--- src/logic/audio_params.svh ---
// Audio tone source widths, generator steps and serial clock division
`ifndef AUDIO_PARAMS_SVH
`define AUDIO_PARAMS_SVH

// Sample and output widths
`define AUDIO_PCM_BITS   12
`define AUDIO_DAC_BITS   4
`define AUDIO_LED_BITS   8
`define AUDIO_WORD_BITS  24

// I2S framing
`define AUDIO_BCK_DIV    4        // Clocks per bck period
`define AUDIO_SLOT_BITS  32       // Bck periods per channel slot

// Triangle generator
`define AUDIO_TRI_STEP   64
`define AUDIO_TRI_PEAK   (1984)   // 31 steps from zero to peak

// Sine generator, quarter table of 2**5 entries
`define AUDIO_SINE_QBITS 5

`endif

--- src/logic/audio_pkg.sv ---
// Audio package with the sample type and the two-view 24-bit audio word
`include "audio_params.svh"

package audio_pkg;

    // Signed sample as produced by the generators
    typedef logic signed [`AUDIO_PCM_BITS-1:0] pcm_t;

    // Field view of a 24-bit audio word
    typedef struct packed {
        logic                                          sext; // Copy of the sign
        pcm_t                                          pcm;
        logic [`AUDIO_WORD_BITS-`AUDIO_PCM_BITS-2:0]   pad;  // Always zero
    } audio_fields_t;

    // Same word, packed by fields and shifted out raw
    typedef union packed {
        audio_fields_t                f;
        logic [`AUDIO_WORD_BITS-1:0]  raw;
    } audio_word_u;

endpackage

--- src/logic/sample_if.sv ---
// Sample bus carrying one left/right word pair per frame to the output blocks
`timescale 1ns/1ps

interface sample_if
    import audio_pkg::*;
();
    audio_word_u left;          // Selected wave
    audio_word_u right;         // Sine only
    pcm_t        left_pcm;      // Plain copy for the PWM path
    logic        sample_valid;  // One-cycle strobe per frame

    modport ctrl (
        output left,
        output right,
        output left_pcm,
        output sample_valid
    );

    modport sink (
        input left,
        input right,
        input left_pcm,
        input sample_valid
    );

endinterface

--- src/logic/tone_gen.sv ---
// Tone generator with a triangle counter and a quarter-table sine
`timescale 1ns/1ps
`include "audio_params.svh"

module tone_gen
    import audio_pkg::*;
(
    input  logic clk,
    input  logic rst_n,
    input  logic step,
    output pcm_t tri_pcm,
    output pcm_t sine_pcm
);

    localparam int QB    = `AUDIO_SINE_QBITS;
    localparam int PH_W  = QB + 2;                // Two quadrant bits on top
    localparam int MAG_W = `AUDIO_PCM_BITS - 1;

    logic             tri_up;
    pcm_t             tri_nx;
    logic [PH_W-1:0]  phase;
    logic [PH_W-1:0]  phase_nx;
    logic [QB:0]      mirror_idx;
    logic [MAG_W-1:0] mag;
    pcm_t             mag_s;
    pcm_t             sine_nx;

    // 2047 * sin(2*pi*i/128) for the first quadrant
    function automatic logic [MAG_W-1:0] quarter_lut(input logic [QB-1:0] idx);
        logic [MAG_W-1:0] v;
        case (idx)
            5'd0:    v = 11'd0;
            5'd1:    v = 11'd100;
            5'd2:    v = 11'd201;
            5'd3:    v = 11'd300;
            5'd4:    v = 11'd399;
            5'd5:    v = 11'd497;
            5'd6:    v = 11'd594;
            5'd7:    v = 11'd690;
            5'd8:    v = 11'd783;
            5'd9:    v = 11'd875;
            5'd10:   v = 11'd965;
            5'd11:   v = 11'd1052;
            5'd12:   v = 11'd1137;
            5'd13:   v = 11'd1219;
            5'd14:   v = 11'd1299;
            5'd15:   v = 11'd1375;
            5'd16:   v = 11'd1447;
            5'd17:   v = 11'd1517;
            5'd18:   v = 11'd1582;
            5'd19:   v = 11'd1644;
            5'd20:   v = 11'd1702;
            5'd21:   v = 11'd1756;
            5'd22:   v = 11'd1805;
            5'd23:   v = 11'd1850;
            5'd24:   v = 11'd1891;
            5'd25:   v = 11'd1927;
            5'd26:   v = 11'd1959;
            5'd27:   v = 11'd1986;
            5'd28:   v = 11'd2008;
            5'd29:   v = 11'd2025;
            5'd30:   v = 11'd2037;
            default: v = 11'd2045;
        endcase
        return v;
    endfunction

    // Triangle moves one step up or down
    assign tri_nx = tri_up ? tri_pcm + pcm_t'(`AUDIO_TRI_STEP)
                           : tri_pcm - pcm_t'(`AUDIO_TRI_STEP);

    // Sine phase and quadrant folding
    assign phase_nx   = phase + 1'b1;
    assign mirror_idx = (QB+1)'(1 << QB) - {1'b0, phase_nx[QB-1:0]}; // Falling quarter

    always_comb begin
        if (!phase_nx[QB]) begin
            mag = quarter_lut(phase_nx[QB-1:0]);
        end else if (mirror_idx[QB]) begin
            mag = '1;                                  // Crest lies past the table end
        end else begin
            mag = quarter_lut(mirror_idx[QB-1:0]);
        end
    end

    assign mag_s   = {1'b0, mag};
    assign sine_nx = phase_nx[QB+1] ? -mag_s : mag_s;  // Second half is negative

    always_ff @(posedge clk) begin
        if (!rst_n) begin
            tri_pcm  <= '0;
            tri_up   <= 1'b1;
            phase    <= '0;
            sine_pcm <= '0;
        end else if (step) begin
            tri_pcm  <= tri_nx;
            phase    <= phase_nx;
            sine_pcm <= sine_nx;
            // Turn around at either peak
            if (tri_nx == pcm_t'(`AUDIO_TRI_PEAK) || tri_nx == pcm_t'(-`AUDIO_TRI_PEAK)) begin
                tri_up <= ~tri_up;
            end
        end
    end

endmodule

--- src/logic/audio_ctrl.sv ---
// Audio control, steps the generators each frame and publishes the sample pair
`timescale 1ns/1ps
`include "audio_params.svh"

module audio_ctrl
    import audio_pkg::*;
(
    input  logic                       clk,
    input  logic                       rst_n,
    input  logic                       wave_sel,
    input  logic                       frame_tick,
    input  pcm_t                       tri_pcm,
    input  pcm_t                       sine_pcm,
    output logic                       step,
    output logic [`AUDIO_LED_BITS-1:0] led,
    sample_if.ctrl                     smp
);

    logic        step_d;     // Generators have settled here
    pcm_t        sel_pcm;
    audio_word_u left_w;
    audio_word_u right_w;

    // High picks the triangle, low the sine
    assign sel_pcm = wave_sel ? tri_pcm : sine_pcm;

    // Pack both channels through the field view
    always_comb begin
        left_w.f.sext  = sel_pcm[`AUDIO_PCM_BITS-1];
        left_w.f.pcm   = sel_pcm;
        left_w.f.pad   = '0;
        right_w.f.sext = sine_pcm[`AUDIO_PCM_BITS-1];
        right_w.f.pcm  = sine_pcm;
        right_w.f.pad  = '0;
    end

    // Strobe chain frame_tick -> step -> step_d -> sample_valid
    always_ff @(posedge clk) begin
        if (!rst_n) begin
            step             <= 1'b0;
            step_d           <= 1'b0;
            smp.sample_valid <= 1'b0;
        end else begin
            step             <= frame_tick;
            step_d           <= step;
            smp.sample_valid <= step_d;
        end
    end

    // Sample registers, zero so the outputs start silent
    always_ff @(posedge clk) begin
        if (!rst_n) begin
            smp.left     <= '0;
            smp.right    <= '0;
            smp.left_pcm <= '0;
            led          <= '0;
        end else if (step_d) begin
            smp.left     <= left_w;
            smp.right    <= right_w;
            smp.left_pcm <= sel_pcm;
            led          <= sel_pcm[`AUDIO_PCM_BITS-1 -: `AUDIO_LED_BITS]; // Upper bits
        end
    end

endmodule

--- src/logic/pwm_dac.sv ---
// PWM DAC, first-order error feedback from 12-bit signed samples to 4 bits
`timescale 1ns/1ps
`include "audio_params.svh"

module pwm_dac
    import audio_pkg::*;
(
    input  logic                       clk,
    input  logic                       rst_n,
    input  pcm_t                       pcm,
    output logic [`AUDIO_DAC_BITS-1:0] dac
);

    localparam int PCM_W = `AUDIO_PCM_BITS;
    localparam int RES_W = `AUDIO_PCM_BITS - `AUDIO_DAC_BITS;

    logic [PCM_W-1:0] u;        // Offset binary
    logic [RES_W-1:0] residue;  // Fraction carried to the next clock
    logic [PCM_W:0]   acc;

    // Flip the sign bit, same as adding half scale
    assign u   = {~pcm[PCM_W-1], pcm[PCM_W-2:0]};
    assign acc = (PCM_W+1)'(u) + (PCM_W+1)'(residue);

    always_ff @(posedge clk) begin
        if (!rst_n) begin
            dac     <= '0;
            residue <= '0;
        end else if (acc[PCM_W]) begin
            // Near full scale the sum exceeds 4 bits, hold the top code
            dac     <= '1;
            residue <= '1;
        end else begin
            dac     <= acc[PCM_W-1 -: `AUDIO_DAC_BITS];
            residue <= acc[RES_W-1:0];
        end
    end

endmodule

--- src/logic/i2s_tx.sv ---
// I2S transmitter, bit and word clocks with a 24-in-32 MSB-first serializer
`timescale 1ns/1ps
`include "audio_params.svh"

module i2s_tx (
    input  logic   clk,
    input  logic   rst_n,
    sample_if.sink smp,
    output logic   frame_tick,
    output logic   bck,
    output logic   lrck,
    output logic   din
);

    localparam int DIV_W      = $clog2(`AUDIO_BCK_DIV);
    localparam int FRAME_CLKS = 2 * `AUDIO_SLOT_BITS * `AUDIO_BCK_DIV;
    localparam int CNT_W      = $clog2(FRAME_CLKS);
    localparam int PAD_W      = `AUDIO_SLOT_BITS - `AUDIO_WORD_BITS;

    logic [CNT_W-1:0]            clk_cnt;
    logic                        bit_edge;  // Last clock of a bck period
    logic [`AUDIO_WORD_BITS-1:0] hold_l;
    logic [`AUDIO_WORD_BITS-1:0] hold_r;
    logic [`AUDIO_SLOT_BITS-1:0] shift_l;
    logic [`AUDIO_SLOT_BITS-1:0] shift_r;

    // Clocks come straight off the counter bits
    assign bck      = clk_cnt[DIV_W-1];
    assign lrck     = clk_cnt[CNT_W-1];     // Low for left
    assign bit_edge = (clk_cnt[DIV_W-1:0] == DIV_W'(`AUDIO_BCK_DIV - 1));

    always_ff @(posedge clk) begin
        if (!rst_n) begin
            clk_cnt    <= '0;
            frame_tick <= 1'b0;
        end else begin
            clk_cnt    <= clk_cnt + 1'b1;
            frame_tick <= &clk_cnt;         // High as lrck falls
        end
    end

    // Capture the new pair mid-frame
    always_ff @(posedge clk) begin
        if (!rst_n) begin
            hold_l <= '0;
            hold_r <= '0;
        end else if (smp.sample_valid) begin
            hold_l <= smp.left.raw;
            hold_r <= smp.right.raw;
        end
    end

    // Load both slots at frame start, then shift one bit per bck
    always_ff @(posedge clk) begin
        if (!rst_n) begin
            shift_l <= '0;
            shift_r <= '0;
            din     <= 1'b0;
        end else if (frame_tick) begin
            shift_l <= {hold_l, {PAD_W{1'b0}}};
            shift_r <= {hold_r, {PAD_W{1'b0}}};
        end else if (bit_edge) begin
            // Lands on the bck fall, one period late
            if (!lrck) begin
                din     <= shift_l[`AUDIO_SLOT_BITS-1];
                shift_l <= shift_l << 1;
            end else begin
                din     <= shift_r[`AUDIO_SLOT_BITS-1];
                shift_r <= shift_r << 1;
            end
        end
    end

endmodule

--- src/logic/audio_top.sv ---
// Audio tone source top, triangle or sine to I2S, PWM and LED bar
`timescale 1ns/1ps
`include "audio_params.svh"

module audio_top
    import audio_pkg::*;
(
    input  logic                       clk,
    input  logic                       rst_n,
    input  logic                       wave_sel,  // High for triangle on left
    output logic [`AUDIO_DAC_BITS-1:0] dac,
    output logic [`AUDIO_LED_BITS-1:0] led,
    output logic                       bck,
    output logic                       lrck,
    output logic                       din
);

    logic frame_tick;
    logic step;
    pcm_t tri_pcm;
    pcm_t sine_pcm;

    sample_if smp_bus ();

    audio_ctrl audio_ctrl_instance (
        .clk       (clk),
        .rst_n     (rst_n),
        .wave_sel  (wave_sel),
        .frame_tick(frame_tick),
        .tri_pcm   (tri_pcm),
        .sine_pcm  (sine_pcm),
        .step      (step),
        .led       (led),
        .smp       (smp_bus.ctrl)
    );

    tone_gen tone_gen_instance (
        .clk     (clk),
        .rst_n   (rst_n),
        .step    (step),
        .tri_pcm (tri_pcm),
        .sine_pcm(sine_pcm)
    );

    // Headphone output follows the left channel
    pwm_dac pwm_dac_instance (
        .clk  (clk),
        .rst_n(rst_n),
        .pcm  (smp_bus.left_pcm),
        .dac  (dac)
    );

    i2s_tx i2s_tx_instance (
        .clk       (clk),
        .rst_n     (rst_n),
        .smp       (smp_bus.sink),
        .frame_tick(frame_tick),
        .bck       (bck),
        .lrck      (lrck),
        .din       (din)
    );

endmodule

--- config.mk ---
export PLATFORM = sky130hd
export DESIGN_NAME = audio_top
export DESIGN_NICKNAME = d
export VERILOG_FILES = /design/src/logic/audio_pkg.sv /design/src/logic/sample_if.sv /design/src/logic/tone_gen.sv /design/src/logic/audio_ctrl.sv /design/src/logic/pwm_dac.sv /design/src/logic/i2s_tx.sv /design/src/logic/audio_top.sv
export VERILOG_INCLUDE_DIRS = /design/src /design/src/logic
export SDC_FILE = /design/constraint.sdc
export NUM_CORES = 1
export LEC_CHECK = 0
export CAP_MARGIN = 20
export CORE_UTILIZATION = 58
export DETAILED_ROUTE_END_ITERATION = 7
export DONT_BUFFER_PORTS = 1
export GPL_TIMING_DRIVEN = 0
export PLACE_DENSITY_LB_ADDON = 0.05
export SLEW_MARGIN = 20
export SYNTH_ARGS = -nofsm -noshare
export SYNTH_HDL_FRONTEND = slang
export SYNTH_SLANG_ARGS = --single-unit
--- constraint.sdc ---
create_clock -name clk -period 4.12 [get_ports clk]
set_input_delay 0.824 -clock clk [delete_from_list [all_inputs] [get_ports clk]]
set_output_delay 0.824 -clock clk [all_outputs]
set_load 0.01 [all_outputs]
==> Yosys cells after proc, flatten, opt, wreduce, memory -nomap -nowiden <==
Memory sizes are Yosys's and may differ from the RTL's.
Cells that the tools add are included.
{ "word_totals": {"wordCells": 58, "out_inout_bits": 15, "input_bits": 3, "register_bits": 173, "mem_bits_ro": 704, "memories": 2} }
{ "op_classes": {"n_reduce_logical": 8, "mux": 14, "bitwise_logic": 3, "n_eq_ne": 4, "add_sub_neg": 7} }
{ "memory_table": {"columns": ["name", "words", "width", "rd", "rd_ports_with_merged_regs", "write_ports", "line_no", "text"], "rows": [
  ["(no name shown)", 32, 11, 1, 0, 0, "tone_gen.sv:31", "case (idx)"],
  ["(no name shown)", 32, 11, 1, 0, 0, "tone_gen.sv:31", null]
]} }
{ "ops": {"columns": ["operator", "count"], "rows": [
  ["32-bit two-way mux", 6],
  ["12-bit two-way mux", 3],
  ["12-bit == test (second input constant)", 2],
  ["11-bit two-way mux", 2],
  ["12-bit by 8-bit adder with 13-bit output", 1],
  ["12-bit by 8-bit adder with 12-bit output (second input constant)", 1],
  ["11-bit negation with 12-bit output", 1],
  ["12-bit by 8-bit subtractor with 12-bit output (second input constant)", 1],
  ["8-bit by 1-bit adder with 8-bit output (second input constant)", 1],
  ["8-bit two-way mux", 1],
  ["2-bit AND reduction", 4],
  ["8-bit AND reduction", 1],
  ["7-bit by 1-bit adder with 7-bit output (second input constant)", 1],
  ["6-bit by 5-bit subtractor with 6-bit output (first input constant)", 1],
  ["4-bit two-way mux", 1],
  ["2-bit nonzero test", 2],
  ["1-bit inverter", 3],
  ["2-bit == test (second input constant)", 1],
  ["2-bit by 1-bit != test with 1-bit output (second input constant)", 1],
  ["1-bit logical OR", 1],
  ["1-bit two-way mux", 1]
]} }

==> Depth between registers and ports, before layout <==
Gate-level depths: netlist of run 1.
An unclocked memory read counts as a cell.
{ "depth": {"depth_word": 7, "mapped_depth": 17, "depth_no_buf": 15} }

==> Hierarchy <==
A second synthesis of run 1 with hierarchy kept.
{ "hier_totals": {"hier_cells": 1138, "area_unflattened_um2": 10466.3} }
{ "by_module_without_submodules": {"columns": ["module", "cells_each", "seq_area_each_um2", "area_each_um2", "instances"], "rows": [
  ["i2s_tx", 442, 2122.0, 4754.6, 1],
  ["tone_gen", 465, 520.5, 3523.4, 1],
  ["audio_ctrl", 142, 540.5, 1385.1, 1],
  ["pwm_dac", 89, 240.2, 803.3, 1]
]} }

==> Worst setup path before layout of run 1 <==
OpenSTA, ideal clock, no wires.
{ "synth_path": {"path_kind": "register to register", "startpoint": "register tone_gen_instance.phase[1]", "endpoint": "register tone_gen_instance.sine_pcm[8]", "t_arrival_ns": 4.316, "setup_ns": 0.120, "stages_incl_launch_ff": 18, "period_less_slack_ns": 4.436, "n_path_buf": 3, "required_time_ns": 4.000, "path_slack_ns": -0.316, "path_cell_list": "dfxtp_1 clkbuf_1 inv_1 ha_1 clkbuf_1 inv_1 ha_1 buf_6 xnor2_2 o21ai_4 nand2_4 mux4_2 a311oi_2 inv_1 ha_1 o211a_1 and4_1 o31a_1"} }
{ "synth_between": {"elab_chain_cells": 7, "elab_cells_between_ends": 8, "cone_classes": "add/sub: 3; mux: 3; memory: 2"} }
{ "synth_lines": {"columns": ["item", "line_no", "text"], "rows": [
  ["from (decl)", "tone_gen.sv:21", "logic [PH_W-1:0] phase;"],
  ["from (signal assigned)", "tone_gen.sv:97", "phase <= phase_nx;"],
  ["7-bit by 1-bit adder with 7-bit output (*)", "tone_gen.sv:73", "assign phase_nx = phase + 1'b1;"],
  ["via tone_gen_instance.phase_nx[1]", "tone_gen.sv:22", "logic [PH_W-1:0] phase_nx;"],
  ["6-bit by 5-bit subtractor with 6-bit output", "tone_gen.sv:74", "assign mirror_idx = (QB+1)'(1 << QB) - {1'b0, phase_nx[QB-1:0]};"],
  ["memory read 32 x 11 bit", null, null],
  ["11-bit two-way mux", "tone_gen.sv:79", "end else if (mirror_idx[QB]) begin"],
  ["11-bit two-way mux (*)", "tone_gen.sv:77", "if (!phase_nx[QB]) begin"],
  ["11-bit negation with 12-bit output", "tone_gen.sv:87", "assign sine_nx = phase_nx[QB+1] ? -mag_s : mag_s;"],
  ["12-bit two-way mux (*)", "tone_gen.sv:87", null],
  ["to (signal assigned)", "tone_gen.sv:98", "sine_pcm <= sine_nx;"],
  ["to (decl)", "tone_gen.sv:12", "output pcm_t sine_pcm"]
]} }
The timed path passes the listed nets; every way through them passes the cells marked *.
A chain may end at the register's enable or synchronous reset.

==> Worst setup path in the final report of run 1 <==
{ "layout_path": {"startpoint": "register tone_gen_instance.phase[1]", "endpoint": "register tone_gen_instance.sine_pcm[11]"} }
{ "layout_between": {"elab_chain_cells": 7, "elab_cells_between_ends": 8, "cone_classes": "add/sub: 3; mux: 3; memory: 2"} }
{ "layout_lines": {"columns": ["item", "line_no"], "rows": [
  ["7-bit by 1-bit adder with 7-bit output (*)", "tone_gen.sv:73"],
  ["via tone_gen_instance.phase_nx[1]", "tone_gen.sv:22"],
  ["6-bit by 5-bit subtractor with 6-bit output", "tone_gen.sv:74"],
  ["memory read 32 x 11 bit", null],
  ["11-bit two-way mux", "tone_gen.sv:79"],
  ["11-bit two-way mux (*)", "tone_gen.sv:77"],
  ["11-bit negation with 12-bit output (*)", "tone_gen.sv:87"],
  ["12-bit two-way mux (*)", "tone_gen.sv:87"]
]} }
Marks and branches as above.

==> impl_metrics.env, run 1 <==
export IMPL_yosysTopAreaCell="dfxtp_1"
export IMPL_synthTopCellsByCount="nor2_1 (138), dfxtp_1 (125), mux2i_1 (66)"
export IMPL_core_area_mm2=0.0128
export IMPL_drc=0
export IMPL_detail_route_antenna_nets=0
export IMPL_antenna_found_initial=0
export IMPL_fin_area_mm2=0.00882
export IMPL_crit_path_frequent_cell="buf_4"
export IMPL_grt_pass1_vias=6526
export IMPL_crit_chain="clkbuf_16 > clkinvlp_4 > ha_4 > clkbuf_8 > inv_1 > ha_1 > buf_6 > xnor2_4 > buf_4 > buf_4 > a311o_1 > o211ai_1 > a32oi_2 > a2111oi_4 > buf_4 > nand3_1 > o31a_1"
export IMPL_die_w_um=117
export IMPL_fin_crit_ps=4020
export IMPL_cp_required_ps=4430
export IMPL_skew_ps=6.66
export IMPL_dr_pass1_iters=6
export IMPL_grt_overflow_total=0
export IMPL_hpwl_um=16500
export IMPL_num_io_pins=18
export IMPL_maxCapViolCount=0
export IMPL_status="finished, final reports clean"
export IMPL_rows=41
export IMPL_fin_tns_setup_ps=0
export IMPL_start_kind="register"
export IMPL_sw_frac_of_total_pct=20.4
export IMPL_layout_drive_gt1_share_pct=13.0
export IMPL_holdBufCountCts=0
export IMPL_post_drt_wl_per_cell_um=20.3
export IMPL_root_buffer="clkbuf_16"
export IMPL_htreeDepth=4
export IMPL_syn_nets=946
export IMPL_seq_power_share_pct=43.1
export IMPL_intPower_mw=2.24
export IMPL_clk_latency_ps=420
export IMPL_peakVddDrop_uv=278
export IMPL_area_growth_syn_to_layout_pct=15.0
export IMPL_ys_types=87
export IMPL_cts_clk_slew_worst_paths_ps=60
export IMPL_initial_core_util_pct=60.0
export IMPL_hp_class="register to register"
export IMPL_totalWireLength_um=22900
export IMPL_setup_viol_count_final=0
export IMPL_p_leak_nw=3.36
export IMPL_slew_viol_final=0
export IMPL_path_class="register to register"
export IMPL_pwr_share_clk_pct=55.2
export IMPL_combPwrFrac_pct=1.7
export IMPL_p_sw_mw=0.576
export IMPL_synth_top_cells_by_area="dfxtp_1 (33%), mux2i_1 (8.6%), nor2_1 (6.8%), ha_1 (5.4%), a21oi_1 (3.8%)"
export IMPL_cts_sinks=125
export IMPL_grt_use_total_pct=34.5
export IMPL_insertedDiodeCount=0
export IMPL_grt_start_max_net_pins=17
export IMPL_critPathCaptureType="register"
export IMPL_drt_iter0_drc=794
export IMPL_max_freq_ghz=0.249
export IMPL_power_density_mw_per_mm2=320
export IMPL_max_slew_margin_rel_pct=48.9
export IMPL_cts_tree="done"
export IMPL_fin_util_pct=69.0
export IMPL_critPathSlowestCell="dfxtp_4"
export IMPL_synth_edf_count=0
export IMPL_vias=7128
export IMPL_synth_top_area_share_pct=32.6
export IMPL_ys_ff_latch=125
export IMPL_max_stage_delay_ps=390
export IMPL_crit_arrival_ps=4320
export IMPL_place_congestion=0.999
export IMPL_synth_most_common_cell="nor2_1"
export IMPL_grt_first_pass_wirelength_um=35300
export IMPL_cp_max_fo=10
export IMPL_synthesis_area_mm2=0.00767
export IMPL_die_y_um=117
export IMPL_pre_cts_ws_ps=-998
export IMPL_vias_per_cell=6.31
export IMPL_hold_viol_final=0
export IMPL_yosysWarnings=0
export IMPL_setup_ws_ps=104
export IMPL_async_reset_ff_share_pct=0
export IMPL_cts_buffers=17
export IMPL_fin_nets=983
export IMPL_ctsLongestPathBuffers=2
export IMPL_period_share_pct=97.5
export IMPL_worst_pin_slew_ps=765
export IMPL_port_buffer_count=0
export IMPL_avgSynthCellArea_um2=8.45
export IMPL_total_power_mw=2.82
export IMPL_postPlaceCellArea_mm2=0.00792
export IMPL_ys_seq_area_share_pct=32.6
export IMPL_dieArea_mm2=0.0137
export IMPL_synthCells=908
export IMPL_synth_main_ff_cell="dfxtp_1"
## cell usage in the layout, fill, tap and decap left out, types with 5 or more instances in the layout
cell	instances
a211oi_1	21
a21boi_0	5
a21oi_1	58
a311oi_1	19
a31oi_1	14
and2_1	6
buf_1	11
buf_2	8
buf_4	29
clkbuf_1	34
clkbuf_16	18
dfxtp_1	123
ha_1	28
inv_1	25
mux2i_1	66
nand2_1	59
nand2b_1	10
nand3_1	31
nand4_1	8
nor2_1	137
nor2b_1	8
nor3_1	15
o211ai_1	5
o21a_1	12
o21ai_0	29
or3_1	7
xnor2_1	18
xor2_1	9
## layout make-up
type,instances,area [µm²]
fill,1040,3950
buffer,70,385
inverter,31,124
timing repair buffer,19,143
clock buffer,20,447
sequential,125,2510
clock inverter,11,168
tap,172,215
multi-input combinational,681,4830
## per-stage QoR
stage,std cells,hold slack (ps)
final,1129,457
after detailed placement,1080,440
after global placement,1080,431
after floorplan,908,417
after global routing,1129,482
after CTS,1122,460
## worst paths after layout
check | cells after the start | from | slack [ps] | to
setup / recovery | 17 | tone_gen_instance.phase[1] | 100 | tone_gen_instance.sine_pcm[11]
hold reg to reg | 1 | i2s_tx_instance.clk_cnt[0] | 460 | i2s_tx_instance.clk_cnt[0]
hold / removal | 1 | i2s_tx_instance.clk_cnt[0] | 460 | i2s_tx_instance.clk_cnt[0]
setup reg to reg | 17 | tone_gen_instance.phase[1] | 100 | tone_gen_instance.sine_pcm[11]
## registers in the layout, indices dropped and copies added, names as in the netlist, 7 cells and up
name and cells:
i2s_tx_instance.shift_r 13, i2s_tx_instance.shift_l 13, i2s_tx_instance.clk_cnt 8, tone_gen_instance.sine_pcm 12, pwm_dac_instance.residue 8, i2s_tx_instance.hold_r 12, i2s_tx_instance.hold_l 12, tone_gen_instance.phase 7
audio_ctrl_instance.led 8, audio_ctrl_instance.smp.right 12
## worst max-delay path: cells and delay by family, from the launching register on
kind	cells	cell delay [ps]
buffers and inverters	8	1240
DFF	1	390
adders and majority gates	2	530
xor gates and xnor gates	1	160
AOI/OAI and AO/OA	5	1510
and+or+nand+nor	1	70
## kinds of logic after synthesis
kind of cell	Yosys count	share of synthesized area, %
compound gates	229	21.3
xor+xnor	35	5.46
fa+ha+maj	35	5.91
buf+inv	102	5.99
flops	125	32.6
mux	70	9.49
simple gates	312	19.2
## power by group through the flow
stage               sequential (mW)  clock (mW)  combinational [mW]
finish                         1.22        1.56              0.0471
global route                   1.22        1.62              0.0504
CTS                            1.22        1.56              0.0464
detailed placement             1.24           0              0.0460
global placement               1.24           0              0.0448
floorplan                      1.24           0              0.0308
## metal layers
| metal | up-vias | part of all wire [%] | global-route usage [%] |
|---|---|---|---|
| li1 | 3340 | - | - |
| met4 | 0 | 1.6 | 11.3 |
| met1 | 3395 | 46 | 48.3 |
| met5 | - | 0 | 0 |
| met2 | 359 | 44 | 51.4 |
| met3 | 34 | 8.8 | 9.27 |
## repair_timing
item,in CTS,in global routing
endpoints found under the setup margin,12,9
buffers inserted,12,7
pin swaps,6,10
resized for setup,22,17
(Power assumes the default switching activity.)
==> inputs of run 2 (changes only) <==
--- a/config.mk
+++ b/config.mk
@@ -8,5 +8,5 @@
 export LEC_CHECK = 0
 export CAP_MARGIN = 20
-export CORE_UTILIZATION = 58
+export CORE_UTILIZATION = 59
 export DETAILED_ROUTE_END_ITERATION = 7
 export DONT_BUFFER_PORTS = 1
@@ -16,3 +16,4 @@
 export SYNTH_ARGS = -nofsm -noshare
 export SYNTH_HDL_FRONTEND = slang
+export SYNTH_HIERARCHICAL = 1
 export SYNTH_SLANG_ARGS = --single-unit
==> constraint.sdc (replaced) <==
create_clock -name clk -period 4.12 [get_ports clk]
set_input_delay 0 -clock clk [delete_from_list [all_inputs] [get_ports clk]]
set_output_delay 0 -clock clk [all_outputs]
set_load 0.01 [all_outputs]
==> run 2 against run 1 <==
Net effect:
- the run now ends with setup timing left
- clock-buffer cell count fell by 1
- non-clock buffer count rose by 78
- combinational power rose to 3.2 times the previous value
- largest cell class unchanged
- highest routed layer unchanged
==> impl_metrics.env, run 2 <==
export IMPL_post_drt_wl_per_cell_um=17.7
export IMPL_fin_nets=1252
export IMPL_grt_pass1_vias=7891
export IMPL_area_growth_syn_to_layout_pct=14.3
export IMPL_synth_top_cells_by_area="dfxtp_1 (33%), mux2i_1 (11%), buf_4 (4.5%), nor2_1 (4.4%), ha_1 (3.8%)"
export IMPL_grt_use_total_pct=28.6
export IMPL_setup_ws_ps=-0.885
export IMPL_rsz0062_at_grt="true"
export IMPL_synth_most_common_cell="dfxtp_1"
export IMPL_total_power_mw=3.39
export IMPL_synthCells=1138
export IMPL_layout_drive_gt1_share_pct=26.5
export IMPL_die_y_um=135
export IMPL_ctsLongestPathBuffers=2
export IMPL_num_io_pins=18
export IMPL_die_w_um=135
export IMPL_p_leak_nw=4.53
export IMPL_slew_viol_final=0
export IMPL_yosysTopAreaCell="dfxtp_1"
export IMPL_avgSynthCellArea_um2=9.20
export IMPL_synth_xor_area_share_pct=3.29
export IMPL_layout_common_cells="dfxtp_1 (168), nor2_1 (122), mux2i_1 (113)"
export IMPL_cts_buffers=17
export IMPL_start_kind="register"
export IMPL_reg2reg_depth=16
export IMPL_detail_route_antenna_nets=0
export IMPL_max_slew_margin_rel_pct=50.9
export IMPL_cts_tree="done"
export IMPL_fin_tns_setup_ps=-0.885
export IMPL_yosysWarnings=6
export IMPL_synthTopCellsByCount="dfxtp_1 (171), nor2_1 (123), mux2i_1 (113)"
export IMPL_initial_core_util_pct=60.5
export IMPL_synth_edf_count=0
export IMPL_root_buffer="clkbuf_16"
export IMPL_synth_top_family_by_area="compound AO/OA/AOI/OAI gates"
export IMPL_grt_first_pass_wirelength_um=41000
export IMPL_grt_overflow_total=0
export IMPL_htreeDepth=4
export IMPL_period_share_pct=100
export IMPL_grt_start_max_net_pins=18
export IMPL_skew_ps=8.93
export IMPL_rows=48
export IMPL_path_class="register to register"
export IMPL_cp_max_fo=7
export IMPL_place_congestion=0.963
export IMPL_synth_simple_gate_area_share_pct=17.5
export IMPL_min_to="i2s_tx_instance/clk_cnt[6]"
export IMPL_ys_seq_area_share_pct=32.7
export IMPL_synthesis_area_mm2=0.0105
export IMPL_peakVddDrop_uv=376
export IMPL_r2r_end="tone_gen_instance/sine_pcm[10]"
export IMPL_power_density_mw_per_mm2=283
export IMPL_hpwl_um=18200
export IMPL_rrSetupSlack_ps=-0.9
export IMPL_totalWireLength_um=25800
export IMPL_fin_crit_ps=4120
export IMPL_insertedDiodeCount=0
export IMPL_cts_clk_slew_worst_paths_ps=60
export IMPL_failed_checks="setup timing"
export IMPL_synthAdderAreaFrac_pct=4.21
export IMPL_drt_iter0_drc=517
export IMPL_pre_cts_ws_ps=-667
export IMPL_vias=8461
export IMPL_clk_latency_ps=430
export IMPL_hp_start="i2s_tx_instance/clk_cnt[6]"
export IMPL_hp_class="register to register"
export IMPL_max_freq_ghz=0.243
export IMPL_synth_mux_area_share_pct=14.1
export IMPL_synth_main_ff_cell="dfxtp_1"
export IMPL_cp_required_ps=4480
export IMPL_status="finished, violations left"
export IMPL_setup_viol_count_final=1
export IMPL_drc=0
export IMPL_cts_sinks=171
export IMPL_hold_viol_final=0
export IMPL_worst_pin_slew_ps=735
export IMPL_dieArea_mm2=0.0183
export IMPL_antenna_found_initial=0
export IMPL_critPathCaptureType="register"
export IMPL_r2r_start="tone_gen_instance/phase[1]"
export IMPL_dr_pass1_iters=7
export IMPL_core_area_mm2=0.0173
export IMPL_vias_per_cell=5.82
export IMPL_ys_ff_latch=171
export IMPL_async_reset_ff_share_pct=0
export IMPL_hold_depth=2
export IMPL_ys_types=90
export IMPL_final_common_cell="dfxtp_1"
export IMPL_synth_compound_area_share_pct=17.8
export IMPL_fin_util_pct=69.2
export IMPL_crit_arrival_ps=4480
export IMPL_maxCapViolCount=0
export IMPL_synth_top_area_share_pct=32.7
export IMPL_port_buffer_count=0
-- run 2: cell types whose count changed after synthesis, sizes merged, moves of 12 or more --
cell    change
mux2       +24
nor3b      +23
a311oi     -17
dfxtp      +46
buf        +76
a21oi      +17
a211oi     +20
nor3       +20
nor2       -17
nand3      -14
clkbuf     -12
mux2i      +48
-- run 2: layout make-up --
cell class | count | area [µm²]
plain buffers | 130 | 997
repair buffers | 37 | 283
clock inverters | 13 | 133
inverters | 28 | 131
flip-flops and latches | 171 | 3430
well taps | 225 | 282
multi-input cells | 830 | 6270
fillers | 1417 | 5330
clock buffers | 19 | 443
-- run 2: how the worst max path moves through the flow --
| stage | start | end | slack [ps] | cells past startpoint |
|---|---|---|---|---|
| floorplan | tone_gen_instance/phase[0] | tone_gen_instance/sine_pcm[8] | 6 | 19 |
| finish | tone_gen_instance/phase[1] | tone_gen_instance/sine_pcm[10] | -0.9 | 16 |
| global route | tone_gen_instance/phase[1] | tone_gen_instance/sine_pcm[10] | -70 | 16 |
| detailed placement | tone_gen_instance/phase[1] | tone_gen_instance/sine_pcm[8] | -670 | 18 |
| CTS | tone_gen_instance/phase[0] | tone_gen_instance/sine_pcm[8] | 10 | 18 |
| global placement | tone_gen_instance/phase[1] | tone_gen_instance/sine_pcm[8] | -700 | 18 |
-- run 2: kinds of logic after synthesis --
| logic type | after synthesis |
|---|---|
| muxes | 140 |
| and+or+nand+nor | 339 |
| DFF | 171 |
| buffers and inverters | 163 |
| adders and majority gates | 34 |
| AOI/OAI and AO/OA | 253 |
| xor gates and xnor gates | 36 |
| other | 2 |
-- run 2: timing repair --
action,CTS,global route
resized for setup,32,19
pin swaps,10,15
gates cloned,0,0
setup buffers,16,19
hold buffers,2,0
endpoints found under the setup margin,10,8
endpoints found under the hold margin,49,0
-- run 2: stage by stage --
stage	instance area [µm²]	std cells	hold WS (ps)
2_1_floorplan	10600	1164	122
3_3_place_gp	10900	1389	127
3_5_place_dp	10900	1389	128
4_1_cts	11800	1436	469
5_1_grt	12000	1453	496
6_report	12000	1453	464
-- run 2: power breakdown --
group / switching, mW / internal [mW] / total [mW] / leakage (nW)
combinational: 0.0772 / 0.0732 / 0.150 / 2.88
clock: 0.698 / 0.864 / 1.56 / 0.274
sequential: 0.0117 / 1.67 / 1.68 / 1.38
-- run 2: critical path, stage by stage (launching register included) --
cell	delay, ps
dfxtp_4	400
buf_8	120
clkinvlp_4	120
ha_4	320
clkinvlp_4	130
ha_4	180
buf_6	120
and3b_2	300
buf_4	130
o21a_2	230
nor4_1	90
o21ai_1	210
a32oi_2	210
a211o_1	320
or4b_4	570
or4_1	540
nand3_1	80
-- run 2: metal layers --
metal	vias to the layer above	track usage (%)	part of all wire (%)
li1	4141	-	-
met1	3999	37.5	46
met2	271	47.7	47
met3	50	5.46	5.1
met4	0	7.74	1.9
met5	-	0	0
==> inputs of run 3 (changes only) <==
Settings changed: CORE_ASPECT_RATIO set to 1.1, GPL_ROUTABILITY_DRIVEN set to 0.
==> run 3 against run 2 <==
Net effect:
- the run now ends clean
- hold slack worse by 440 ps
- critical endpoint unchanged
- register-to-register slack better by 50 ps
- die area hardly changed
- sequential power hardly changed
- critical path depth stayed put
- core utilization is 0.052 points higher
- sequential share of layout area is 0.12 points higher
- combinational power hardly changed
==> impl_metrics.env, run 3 (synthesis gave the netlist of run 2 again) <==
export IMPL_combPwrFrac_pct=4.4
export IMPL_path_class="register to register"
export IMPL_drc=0
export IMPL_p_leak_nw=4.49
export IMPL_htreeDepth=4
export IMPL_hold_viol_final=0
export IMPL_nFillCells=1389
export IMPL_sw_frac_of_total_pct=23.1
export IMPL_fin_tns_setup_ps=0
export IMPL_fin_nets=1244
export IMPL_status="finished, final reports clean"
export IMPL_reg2reg_depth=16
export IMPL_grt_pass1_vias=8150
export IMPL_multi_input_area_mm2=0.00624
export IMPL_seq_power_share_pct=49.3
export IMPL_fin_crit_ps=4070
export IMPL_min_to="i2s_tx_instance/shift_l[31]"
export IMPL_initial_core_util_pct=60.8
export IMPL_setup_ws_ps=47.4
export IMPL_insertedDiodeCount=0
export IMPL_period_share_pct=98.8
export IMPL_crit_chain="ha_4 > clkbuf_8 > clkinvlp_4 > ha_4 > ha_2 > buf_4 > and3b_2 > a221oi_4 > nor3_2 > o21a_1 > o211ai_1 > ha_2 > inv_1 > or4b_4 > or4_1 > nand3_1"
export IMPL_crit_arrival_ps=4440
export IMPL_start_kind="register"
export IMPL_drt_iter0_drc=832
export IMPL_pwr_share_clk_pct=46.3
export IMPL_r2r_start="tone_gen_instance/phase[0]"
export IMPL_core_area_mm2=0.0172
export IMPL_hpwl_um=17700
export IMPL_intPower_mw=2.62
export IMPL_seq_area_mm2=0.00343
export IMPL_pre_cts_ws_ps=-762
export IMPL_grt_first_pass_wirelength_um=41700
export IMPL_setup_viol_count_final=0
export IMPL_die_w_um=129
export IMPL_cts_tree="done"
export IMPL_total_power_mw=3.41
export IMPL_max_stage_delay_ps=500
export IMPL_final_common_cell="dfxtp_1"
export IMPL_detail_route_antenna_nets=0
export IMPL_worst_pin_slew_ps=717
export IMPL_vias=8505
export IMPL_num_io_pins=18
export IMPL_grt_overflow_total=0
export IMPL_max_slew_margin_rel_pct=50.9
export IMPL_maxCapViolCount=0
export IMPL_hp_start="rst_n"
export IMPL_skew_ps=8.44
export IMPL_area_growth_syn_to_layout_pct=13.8
export IMPL_layout_drive_gt1_share_pct=25.8
export IMPL_dr_pass1_iters=5
export IMPL_cts_clk_slew_worst_paths_ps=70
export IMPL_cp_required_ps=4480
export IMPL_peakVddDrop_uv=240
export IMPL_root_buffer="clkbuf_16"
export IMPL_clk_latency_ps=420
export IMPL_antenna_found_initial=0
export IMPL_fin_area_mm2=0.0119
export IMPL_cts_sinks=171
export IMPL_postPlaceCellArea_mm2=0.0109
export IMPL_totalWireLength_um=25300
export IMPL_p_sw_mw=0.786
export IMPL_r2r_end="tone_gen_instance/sine_pcm[10]"
export IMPL_post_drt_wl_per_cell_um=17.4
export IMPL_critPathSlowestCell="or4b_4"
export IMPL_hold_depth=3
export IMPL_cts_buffers=17
export IMPL_dieArea_mm2=0.0183
export IMPL_max_freq_ghz=0.246
export IMPL_vias_per_cell=5.85
export IMPL_slew_viol_final=0
export IMPL_layout_common_cells="dfxtp_1 (169), nor2_1 (122), mux2i_1 (113)"
export IMPL_grt_start_max_net_pins=17
export IMPL_whs_ps=19.8
export IMPL_rsz0062_at_grt="true"
export IMPL_critPathCaptureType="register"
export IMPL_cp_max_fo=8
export IMPL_hp_class="input port to register"
export IMPL_ctsLongestPathBuffers=2
export IMPL_port_buffer_count=0
export IMPL_die_y_um=142
export IMPL_grt_use_total_pct=28.7
export IMPL_rows=50
export IMPL_rrSetupSlack_ps=50
export IMPL_power_density_mw_per_mm2=286
run 3: changes by cell type in the layout (fill, tap and decap cells not counted), moves of 2 or more:
cell	previous run	this run
buf_4	98	89
clkbuf_1	17	15
clkbuf_8	7	9
o21ai_2	4	2
run 3: layout make-up:
cell class | instances | area share [%]
timing repair buffer | 28 | 1.84
multi-input combinational | 830 | 52.4
sequential | 171 | 28.8
clock inverter | 13 | 1.10
inverter | 28 | 1.10
buffer | 131 | 8.47
clock buffer | 19 | 3.80
tap | 234 | 2.46
run 3: metrics by stage:
step | std cells | util [%]
final | 1454 | 69.2
after global placement | 1398 | 63.5
after floorplan | 1164 | -
after detailed placement | 1398 | 63.5
after CTS | 1449 | 68.9
after global routing | 1454 | 69.2
run 3: how the worst max path moves through the flow:
| stage | from | endpoint | slack [ps] | cells past startpoint |
|---|---|---|---|---|
| CTS | tone_gen_instance/phase[0] | tone_gen_instance/sine_pcm[10] | 60 | 18 |
| floorplan | tone_gen_instance/phase[0] | tone_gen_instance/sine_pcm[8] | 6 | 19 |
| global placement | tone_gen_instance/phase[1] | tone_gen_instance/sine_pcm[8] | -780 | 17 |
| global route | tone_gen_instance/phase[1] | tone_gen_instance/sine_pcm[10] | -70 | 15 |
| detailed placement | tone_gen_instance/phase[1] | tone_gen_instance/sine_pcm[8] | -760 | 17 |
| finish | tone_gen_instance/phase[0] | tone_gen_instance/sine_pcm[10] | 50 | 16 |
run 3: power by group through the flow:
stage | sequential [mW] | combinational [mW] | clock, mW
global placement | 1.72 | 0.141 | 0
finish | 1.68 | 0.149 | 1.58
CTS | 1.68 | 0.149 | 1.61
floorplan | 1.71 | 0.123 | 0
detailed placement | 1.72 | 0.143 | 0
global route | 1.68 | 0.164 | 1.67
run 3: critical path, delay by kind of cell, from the launching register on:
| kind | cells | cell delay [ps] |
|---|---|---|
| AO/OA/AOI/OAI | 3 | 880 |
| flip-flops | 1 | 390 |
| adder cells (fa/ha/maj) | 4 | 850 |
| buffers and inverters | 4 | 450 |
| AND/OR/NAND/NOR | 5 | 1450 |
run 3: metal layers:
layer  up-vias  track usage (%)  part of all wire, %  wire (µm)
met1      4008             36.8                   44      11200
met3        72             4.98                  5.5       1400
met4         0             10.0                  2.7        689
met5         -                0                    0          0
met2       294             48.4                   47      12000
li1       4131                -                    -          -
run 3: what timing repair did:
action,CTS,global route
cloned,0,0
setup endpoints to repair,11,5
endpoints found under the hold margin,45,0
hold buffers,2,0
buffers inserted,20,6
resized for setup,35,12
pin swaps,8,12
